==> config.mk <==
export PLATFORM = sky130hd
export DESIGN_NAME = accum_warp_looper
export DESIGN_NICKNAME = d
export VERILOG_FILES = /design/src/design/warp_looper_pkg.sv /design/src/design/accum_memofs_stage.sv /design/src/design/accum_offset_stage.sv /design/src/design/accum_vector_stage.sv /design/src/design/accum_warp_looper.sv
export SDC_FILE = /design/constraint.sdc
export NUM_CORES = 1
export LEC_CHECK = 0
export ABC_AREA = 1
export BUFFER_PORTS_ARGS = -buffer_cell sky130_fd_sc_hd__buf_2
export CELL_PAD_IN_SITES_DETAIL_PLACEMENT = 1
export CELL_PAD_IN_SITES_GLOBAL_PLACEMENT = 1
export CORE_MARGIN = 2
export CORE_UTILIZATION = 41
export CTS_CLUSTER_DIAMETER = 60
export DETAILED_ROUTE_END_ITERATION = 16
export GPL_TIMING_DRIVEN = 0
export PLACE_DENSITY_LB_ADDON = 0.1
export SLEW_MARGIN = 20
export SYNTH_ARGS = -nofsm -noshare
export SYNTH_HDL_FRONTEND = slang
export SYNTH_SLANG_ARGS = --single-unit
==> constraint.sdc <==
create_clock -name i_clk -period 5.2 [get_ports i_clk]
set_clock_uncertainty 0.1 [all_clocks]
set_input_delay 0 -clock i_clk [delete_from_list [all_inputs] [get_ports i_clk]]
set_output_delay 0 -clock i_clk [all_outputs]
set_load 0.02 [all_outputs]
==> src/design/warp_looper_pkg.sv <==
// Sizes and packed beat types shared by the warp looper stages
`default_nettype none

package warp_looper_pkg;

	// ============================================================
	// Sizes
	// ============================================================
	localparam int WBW    = 8;
	localparam int ABW    = 16;
	localparam int VSIZE  = 4;
	localparam int N_CFG  = 4;
	localparam int CFG_BW = 2;
	localparam int SH_BW  = 3;
	// Two offset dimensions, index 0 is the innermost
	localparam int VDIM   = 2;

	// ============================================================
	// Configuration word
	// ============================================================
	typedef struct packed {
		logic [ABW-1:0]             base;
		logic [VDIM-1:0][SH_BW-1:0] bsh;
		logic [VDIM-1:0][SH_BW-1:0] ash;
		logic [SH_BW-1:0]           lane_sh;
		// Lanes at or above this address are invalid
		logic [ABW-1:0]             boundary;
	} cfg_t;

	// ============================================================
	// Link beats
	// ============================================================
	typedef struct packed {
		logic [CFG_BW-1:0]        id;
		logic [VDIM-1:0][WBW-1:0] bofs;
		logic [VDIM-1:0][WBW-1:0] abeg;
		// Exclusive end per dimension
		logic [VDIM-1:0][WBW-1:0] aend;
	} warp_req_t;

	typedef struct packed {
		logic [CFG_BW-1:0]        id;
		logic [VDIM-1:0][WBW-1:0] bofs;
		logic [VDIM-1:0][WBW-1:0] aofs;
		logic                     islast;
	} ofs_beat_t;

	typedef struct packed {
		logic [CFG_BW-1:0] id;
		logic [ABW-1:0]    addr;
		logic              islast;
	} lin_beat_t;

	typedef struct packed {
		logic [CFG_BW-1:0]           id;
		logic [VSIZE-1:0][ABW-1:0]   addr;
		logic [VSIZE-1:0]            valid;
		logic                        retire;
	} addr_vec_t;

endpackage

`default_nettype wire

==> src/design/accum_memofs_stage.sv <==
// Memory offset stage: linear address from block and accumulation offsets
`default_nettype none

module accum_memofs_stage
	import warp_looper_pkg::*;
(
	input  wire logic      i_clk,
	input  wire logic      i_arst_n,
	input  wire cfg_t      i_cfg [N_CFG],
	input  wire logic      i_ofs_rdy,
	output logic           o_ofs_ack,
	input  wire ofs_beat_t i_ofs,
	output logic           o_lin_rdy,
	input  wire logic      i_lin_ack,
	output lin_beat_t      o_lin
);

	cfg_t           cfg;
	logic [ABW-1:0] lin_addr;
	logic           in_fire;

	// ============================================================
	// Address
	// ============================================================
	assign cfg = i_cfg[i_ofs.id];

	// Base plus shifted block and accumulation coordinates
	always_comb begin
		lin_addr = cfg.base;
		for (int d = 0; d < VDIM; d++) begin
			lin_addr = lin_addr + (ABW'(i_ofs.bofs[d]) << cfg.bsh[d]);
			lin_addr = lin_addr + (ABW'(i_ofs.aofs[d]) << cfg.ash[d]);
		end
	end

	// ============================================================
	// Output register
	// ============================================================
	// Take a beat when the register is free or being drained
	assign o_ofs_ack = i_ofs_rdy && (!o_lin_rdy || i_lin_ack);
	assign in_fire   = o_ofs_ack;

	always_ff @(posedge i_clk or negedge i_arst_n) begin
		if (!i_arst_n) begin
			o_lin_rdy <= 1'b0;
		end else if (in_fire) begin
			o_lin_rdy <= 1'b1;
		end else if (i_lin_ack) begin
			o_lin_rdy <= 1'b0;
		end
	end

	always_ff @(posedge i_clk) begin
		if (in_fire) begin
			o_lin.id     <= i_ofs.id;
			o_lin.addr   <= lin_addr;
			o_lin.islast <= i_ofs.islast;
		end
	end

endmodule

`default_nettype wire

==> src/design/accum_offset_stage.sv <==
// Accumulation offset stage: request holding and row-major offset counter
`default_nettype none

module accum_offset_stage
	import warp_looper_pkg::*;
(
	input  wire logic      i_clk,
	input  wire logic      i_arst_n,
	input  wire logic      i_req_rdy,
	output logic           o_req_ack,
	input  wire warp_req_t i_req,
	output logic           o_ofs_rdy,
	input  wire logic      i_ofs_ack,
	output ofs_beat_t      o_ofs
);

	// ============================================================
	// State
	// ============================================================
	logic                     busy;
	warp_req_t                req_q;
	logic [VDIM-1:0][WBW-1:0] cnt_q;

	logic req_empty;
	logic last0;
	logic last1;
	logic islast;
	logic ofs_fire;

	// ============================================================
	// Control
	// ============================================================
	// Empty when any end does not exceed its begin
	assign req_empty = (i_req.aend[0] <= i_req.abeg[0]) ||
		(i_req.aend[1] <= i_req.abeg[1]);

	// New requests only while nothing is held
	assign o_req_ack = i_req_rdy && !busy;
	assign o_ofs_rdy = busy;
	assign ofs_fire  = busy && i_ofs_ack;

	assign last0  = WBW'(cnt_q[0] + 1'b1) == req_q.aend[0];
	assign last1  = WBW'(cnt_q[1] + 1'b1) == req_q.aend[1];
	assign islast = last0 && last1;

	always_ff @(posedge i_clk or negedge i_arst_n) begin
		if (!i_arst_n) begin
			busy <= 1'b0;
		end else if (o_req_ack) begin
			// Empty ranges are taken and dropped here
			busy <= !req_empty;
		end else if (ofs_fire && islast) begin
			busy <= 1'b0;
		end
	end

	// ============================================================
	// Offset counter
	// ============================================================
	always_ff @(posedge i_clk) begin
		if (o_req_ack) begin
			req_q <= i_req;
			cnt_q <= i_req.abeg;
		end else if (ofs_fire && !islast) begin
			if (last0) begin
				// Wrap the inner dimension and step the outer one
				cnt_q[0] <= req_q.abeg[0];
				cnt_q[1] <= cnt_q[1] + 1'b1;
			end else begin
				cnt_q[0] <= cnt_q[0] + 1'b1;
			end
		end
	end

	// Beat straight from the held request and counter
	always_comb begin
		o_ofs.id     = req_q.id;
		o_ofs.bofs   = req_q.bofs;
		o_ofs.aofs   = cnt_q;
		o_ofs.islast = islast;
	end

endmodule

`default_nettype wire

==> src/design/accum_vector_stage.sv <==
// Vector stage: lane address expansion with boundary valid bits
`default_nettype none

module accum_vector_stage
	import warp_looper_pkg::*;
(
	input  wire logic      i_clk,
	input  wire logic      i_arst_n,
	input  wire cfg_t      i_cfg [N_CFG],
	input  wire logic      i_lin_rdy,
	output logic           o_lin_ack,
	input  wire lin_beat_t i_lin,
	output logic           o_vec_rdy,
	input  wire logic      i_vec_ack,
	output addr_vec_t      o_vec
);

	cfg_t                      cfg;
	logic [VSIZE-1:0][ABW-1:0] lane_addr;
	logic [VSIZE-1:0]          lane_valid;
	logic                      in_fire;

	// ============================================================
	// Lane expansion
	// ============================================================
	// The id rides along so the table lookup happens here again
	assign cfg = i_cfg[i_lin.id];

	always_comb begin
		for (int k = 0; k < VSIZE; k++) begin
			lane_addr[k]  = i_lin.addr + (ABW'(k) << cfg.lane_sh);
			// Out-of-range lanes keep their address, only valid drops
			lane_valid[k] = lane_addr[k] < cfg.boundary;
		end
	end

	// ============================================================
	// Output register
	// ============================================================
	assign o_lin_ack = i_lin_rdy && (!o_vec_rdy || i_vec_ack);
	assign in_fire   = o_lin_ack;

	always_ff @(posedge i_clk or negedge i_arst_n) begin
		if (!i_arst_n) begin
			o_vec_rdy <= 1'b0;
		end else if (in_fire) begin
			o_vec_rdy <= 1'b1;
		end else if (i_vec_ack) begin
			o_vec_rdy <= 1'b0;
		end
	end

	always_ff @(posedge i_clk) begin
		if (in_fire) begin
			o_vec.id     <= i_lin.id;
			o_vec.addr   <= lane_addr;
			o_vec.valid  <= lane_valid;
			o_vec.retire <= i_lin.islast;
		end
	end

endmodule

`default_nettype wire

==> src/design/accum_warp_looper.sv <==
// Warp address looper top level: offset, memory offset and vector stages
`default_nettype none

module accum_warp_looper
	import warp_looper_pkg::*;
(
	input  wire logic      i_clk,
	input  wire logic      i_arst_n,
	input  wire cfg_t      i_cfg [N_CFG],
	input  wire logic      i_req_rdy,
	output logic           o_req_ack,
	input  wire warp_req_t i_req,
	output logic           o_addr_rdy,
	input  wire logic      i_addr_ack,
	output addr_vec_t      o_addr
);

	// ============================================================
	// Inter-stage links
	// ============================================================
	logic      ofs_rdy;
	logic      ofs_ack;
	ofs_beat_t ofs;

	logic      lin_rdy;
	logic      lin_ack;
	lin_beat_t lin;

	// ============================================================
	// Stages
	// ============================================================
	accum_offset_stage u_s0_ofs (
		.i_clk     (i_clk),
		.i_arst_n  (i_arst_n),
		.i_req_rdy (i_req_rdy),
		.o_req_ack (o_req_ack),
		.i_req     (i_req),
		.o_ofs_rdy (ofs_rdy),
		.i_ofs_ack (ofs_ack),
		.o_ofs     (ofs)
	);

	accum_memofs_stage u_s1_mofs (
		.i_clk     (i_clk),
		.i_arst_n  (i_arst_n),
		.i_cfg     (i_cfg),
		.i_ofs_rdy (ofs_rdy),
		.o_ofs_ack (ofs_ack),
		.i_ofs     (ofs),
		.o_lin_rdy (lin_rdy),
		.i_lin_ack (lin_ack),
		.o_lin     (lin)
	);

	// Last stage drives the output link directly
	accum_vector_stage u_s2_vec (
		.i_clk     (i_clk),
		.i_arst_n  (i_arst_n),
		.i_cfg     (i_cfg),
		.i_lin_rdy (lin_rdy),
		.o_lin_ack (lin_ack),
		.i_lin     (lin),
		.o_vec_rdy (o_addr_rdy),
		.i_vec_ack (i_addr_ack),
		.o_vec     (o_addr)
	);

endmodule

`default_nettype wire

# [After elaboration in Yosys (flattened, before gate mapping)]
# Cells that the tools add are included.
[totals] ff_bits=151 out_inout_bits=73 word_cells=88
[classes] add_sub_neg=10 n_lt_le_gt_ge=8 n_eq_ne=2 n_shift=8 mux=16 bitwise_logic=2 reduce_logical=21
[ops] cell="$bmux 47 s2" n=2
[ops] cell="$add 16x16->16" n=8
[ops] cell="$mux 47" n=2
[ops] cell="$lt 16x16->1" n=4
[ops] cell="$shl 8x3->16" n=4
[ops] cell="$mux 19" n=2
[ops] cell="$mux 16" n=2
[ops] cell="$shl 1x3->16 const A" n=2
[ops] cell="$shl 2x3->16 const A" n=2
[ops] cell="$add 8x1->8 const B" n=2
[ops] cell="$eq 8x8->1" n=2
[ops] cell="$le 8x8->1" n=2
[ops] cell="$mux 8" n=2
[ops] cell="$reduce_bool 2->1" n=5
[ops] cell="$logic_and 1x1->1" n=7
[ops] cell="$ge 3x3->1 const B" n=2
[ops] cell="$mux 1" n=6
[ops] cell="$not 2->3" n=2
[ops] cell="$logic_not 1->1" n=5
[ops] cell="$logic_or 1x1->1" n=3
[ops] cell="$reduce_and 2->1" n=1

# [Longest topological paths before layout]
[logic_depth] word_depth=9 depth_mapped=24

# [Hierarchy]
# From an unflattened synthesis, not the netlist that was laid out.
[unflattened] cells_unflattened=1835 hier_area_um2=13995.9
[by_module_without_submodules] module="accum_vector_stage" instances=1 cells_per_inst=696 area_per_inst_um2=5811.8
[by_module_without_submodules] module="accum_memofs_stage" instances=1 cells_per_inst=771 area_per_inst_um2=4819.6
[by_module_without_submodules] module="accum_offset_stage" instances=1 cells_per_inst=368 area_per_inst_um2=3364.5

# [Worst setup path before layout]
# No wires, ideal clock.
[synth_timing] kind="register -> register" startpoint="reg u_s0_ofs.req_q (netlist bit u_s0_ofs.o_ofs[34])" endpoint="reg u_s1_mofs.o_lin[12] (netlist name), data pin" setup_time_ns=0.259 t_arrival_ns=4.434 required_ns=4.841 slack_ns=0.407 stages_incl_launch_ff=21 cell_sequence="edfxtp_1 > buf_4 > inv_2 > buf_6 > buf_4 > a32o_1 > buf_2 > nor2_1 > fa_1 > inv_1 > fa_1 > fa_1 > inv_1 > ha_1 > fa_1 > nand3_1 > nand3_1 > a21oi_1 > o21ai_0 > a21oi_1 > xnor2_1"
[synth_between] elab_chain_len=9
[synth_rtl] item="start, declared" line="accum_offset_stage.sv:21" rtl="warp_req_t req_q;"
[synth_rtl] item="start signal, assigned" line="accum_offset_stage.sv:62" rtl="req_q <= i_req;"
[synth_rtl] item="$not 2->3 (implied by the code) *" line="accum_memofs_stage.sv:25" rtl="assign cfg = i_cfg[i_ofs.id];"
[synth_rtl] item="$bmux 47 s2 *" line="accum_memofs_stage.sv:25"
[synth_rtl] item="$mux 47 (implied by the code) * (2 in a row)" line="accum_memofs_stage.sv:25"
[synth_rtl] item="$shl 8x3->16" line="accum_memofs_stage.sv:31" rtl="lin_addr = lin_addr + (ABW'(i_ofs.bofs[d]) << cfg.bsh[d]);"
[synth_rtl] item="$add 16x16->16" line="accum_memofs_stage.sv:31"
[synth_rtl] item="$add 16x16->16" line="accum_memofs_stage.sv:32" rtl="lin_addr = lin_addr + (ABW'(i_ofs.aofs[d]) << cfg.ash[d]);"
[synth_rtl] item="$add 16x16->16" line="accum_memofs_stage.sv:31"
[synth_rtl] item="$add 16x16->16 *" line="accum_memofs_stage.sv:32"
[synth_rtl] item="net u_s1_mofs.lin_addr[11]" line="accum_memofs_stage.sv:19" rtl="logic [ABW-1:0] lin_addr;"
[synth_rtl] item="end, declared" line="accum_memofs_stage.sv:15" rtl="output lin_beat_t o_lin"
# The timed path passes the listed nets; every way through them passes the cells marked *. The select of a mux whose other input is x is not followed.
# A chain may end at the register's enable or synchronous reset.

# [Worst setup path after layout]
[layout_timing] startpoint="reg u_s0_ofs.req_q (netlist bit u_s0_ofs.o_ofs[33])" endpoint="reg u_s1_mofs.o_lin[15] (netlist name), data pin"
# The elaborated chain is that of the path after synthesis.

==> impl_metrics.toml <==
[timing]
drv_slew = 0
worstMarginPinSlew_ns = 0.853
fin_crit_sh_pct = 98.0
tns_ns = 0
max_slew_margin_pct = 43.0
min_period_ns = 5.10
clock.fmax_ghz = 0.196
setup-violations-final = 0
hold_violations = 0
rsz0062_at_grt = "true"
hold_ws_ns = 0.149

[logic_synthesis]
ys_warn_count = 0
ys_seq_area_share_pct = 33.5
synth_edf_count = 146
synth_nets = 2019
netlist_area_sq_um = 13300
async_flop_share_pct = 2.01
synthTopCellsByArea = "edfxtp_1 33%, ha_1 11%, nand2_1 11%"
netlist.top_cell.by_area = "edfxtp_1"
synth_top_area_share_pct = 32.9
avgSynthCellArea_sq_um = 8.28
synth-seq-cells = 149
synth_cells = 1609
synth_ff_type = "edfxtp_1"
synth.distinct_cells = 54

[min_path]
hold_start = "i_req[42]"
hold_path.class = "input port to flop"
hold_depth = 2
min_to = "u_s0_ofs.o_ofs[27]"

[cells_and_area]
fin_area_sq_um = 17200
fillers = 3984
finalNonFillerCells = 2470
n_antenna_cell = 0
final_common_cell = "nand2_1"
multi_input_area_sq_um = 8220
layout.nets = 2425
final_cell_mix = "400 x nand2_1, 325 x buf_2, 180 x inv_1"
regArea_sq_um = 4460
syn_to_final_growth_pct = 28.9
drive_gt1_share_pct = 25.2

[global_routing]
grt_max_degree = 53
gr-usage-all-layers_pct = 26.2
overflow = 0
grt_pass1_vias = 13800
grt_pass1_wl_mm = 69.3
grt_antenna_before_repair = 0

[cts]
worstSkewPairLatency_ns = 0.46
cts_tree = "done"
cts_max_level = 4
numCtsBuffers = 17
cts_buffer_depth = 2
cts_root_buf = "clkbuf_16"
cts.sinks = 149
clk_transition_reported_paths_ns = 0.07

[route]
wl_per_cell_microns = 17.8
drt_iter0_drc = 454
ant_nets = 0
post-route-drc-count = 0
vias = 12700
totalWireLength_mm = 44.0
vias_per_cell = 5.15
dr.pass1.iters = 4

[die]
num_rows = 66
fp.dieArea_sq_um = 34000
ioPinCount = 315
die_width_microns = 184
core_sq_um = 32300
die_h_microns = 184
initial_core_util_pct = 41.3

[run_status]
run_status = "completed"

[flow_run]
max_cap_viol_count = 0

[place]
placed_area_sq_um = 15500
place_hpwl_mm = 35.5
portBuffers = 314
dp_cells = 2368
gp_congestion = 0.930

[power]
powerDensity_nw_per_um2 = 810
power_leakage_nw = 8.10
peakVddDrop_v = 0.000617
p_total_mw = 13.9

[setup_path]
crit_arrival_ns = 5.21
rr_startpoint = "u_s0_ofs.o_ofs[33]"
critPathKind = "flop to flop"
timing.rr.end = "u_s1_mofs.o_lin[15]"
start_kind = "flop"
cp.required_ns = 5.31
worstPathMaxFanout = 10
end_kind = "flop"
worst-r2r-cell-count = 23
rrSetupSlack_ns = 0.10
-- where the power goes --
part           internal [mW]  total (mW)  leakage (nW)  switching [mW]
clock network          0.669        1.22         0.263           0.548
logic                   3.92        10.1          6.41            6.20
registers               2.28        2.59          1.43           0.311
-- sequential cells by signal, indices dropped and copies added, names as in the netlist --
name	count
u_s1_mofs.o_lin	19
u_s1_mofs.o_lin_rdy	1
u_s2_vec.o_vec	69
u_s0_ofs.req_q	24
u_s2_vec.o_vec_rdy	1
u_s0_ofs.o_ofs	34
u_s0_ofs.o_ofs_rdy	1
-- routing by layer --
layer,up-vias,GRT usage (%),share of wire (%)
met4,0,10.2,3.1
met2,271,51.3,54
met1,6121,27.9,39
li1,6259,-,-
met5,-,0,0
met3,81,4.29,3.3
-- worst max path at each step --
stage | startpoint | slack (ns) | end
after floorplan | u_s0_ofs.o_ofs[34] | 0.41 | u_s1_mofs.o_lin[12]
after CTS | u_s0_ofs.o_ofs[33] | 0.006 | u_s1_mofs.o_lin[12]
after global routing | u_s0_ofs.o_ofs[33] | -0.15 | u_s1_mofs.o_lin[13]
after global placement | u_s2_vec.o_vec_rdy | -0.76 | u_s2_vec.o_vec[38]
after detailed placement | u_s0_ofs.o_ofs[33] | -0.53 | u_s1_mofs.o_lin[12]
final | u_s0_ofs.o_ofs[33] | 0.10 | u_s1_mofs.o_lin[15]
-- critical path, stage by stage (launching register included) --
cell	delay, ns
edfxtp_1	0.51
buf_4	0.19
or2_2	0.31
a32oi_4	0.21
buf_12	0.15
inv_2	0.05
buf_4	0.17
nand2_1	0.07
o21ai_1	0.08
nor2_1	0.17
fa_1	0.48
fa_1	0.55
inv_1	0.06
fa_1	0.53
inv_1	0.06
ha_4	0.26
a21oi_1	0.14
nand2_1	0.14
nand2_1	0.08
nand2_1	0.05
a21o_1	0.20
nand3_1	0.09
nand2_1	0.06
xor2_1	0.14
-- kinds of logic (layout without fill, tap and decap cells) --
group                      after synthesis  count (layout)  synth area share [%]
buffers and inverters                  241             660                  7.46
xor gates and xnor gates                56              56                  3.68
DFF                                    149             149                  33.5
adders and majority gates              168             168                  18.4
and+or+nand+nor                        699             699                  22.9
muxes                                   14              14                  1.05
AOI/OAI and AO/OA                      282             282                  13.0
-- area by class of cell --
cell class,count,area share [%]
Multi-Input combinational cell,1219,47.8
Clock buffer,21,2.56
Buffer,48,1.81
Sequential cell,149,26.0
Clock inverter,11,0.692
Inverter,192,4.21
Tap cell,442,3.22
Timing Repair Buffer,388,13.7
-- cell usage after synthesis (11+ instances only) --
cell type,n
a21oi_1,105
a32o_1,33
buf_2,18
clkbuf_1,19
edfxtp_1,146
fa_1,47
ha_1,121
inv_1,182
mux2i_1,14
nand2_1,403
nand3_1,88
nand4_1,13
nor2_1,117
nor3_1,11
o21ai_0,61
o21ai_1,39
or2_1,14
or2_2,16
xnor2_1,19
xor2_1,37
-- timing repair --
| item | CTS | global route |
|---|---|---|
| buffers inserted | 12 | 3 |
| endpoints found under the hold margin | 68 | 0 |
| gates resized for setup | 16 | 99 |
| hold buffers | 56 | 0 |
| setup endpoints to repair | 11 | 13 |
| pin swaps | 7 | 20 |
-- per-stage QoR --
stage	setup slack [ns]	utilization (%)
final	0.103	53.2
after global routing	-0.146	53.2
after CTS	0.00558	52.0
after detailed placement	-0.525	48.2
after global placement	-0.757	47.8
after floorplan	0.407	-
(Power assumes the default switching activity.)
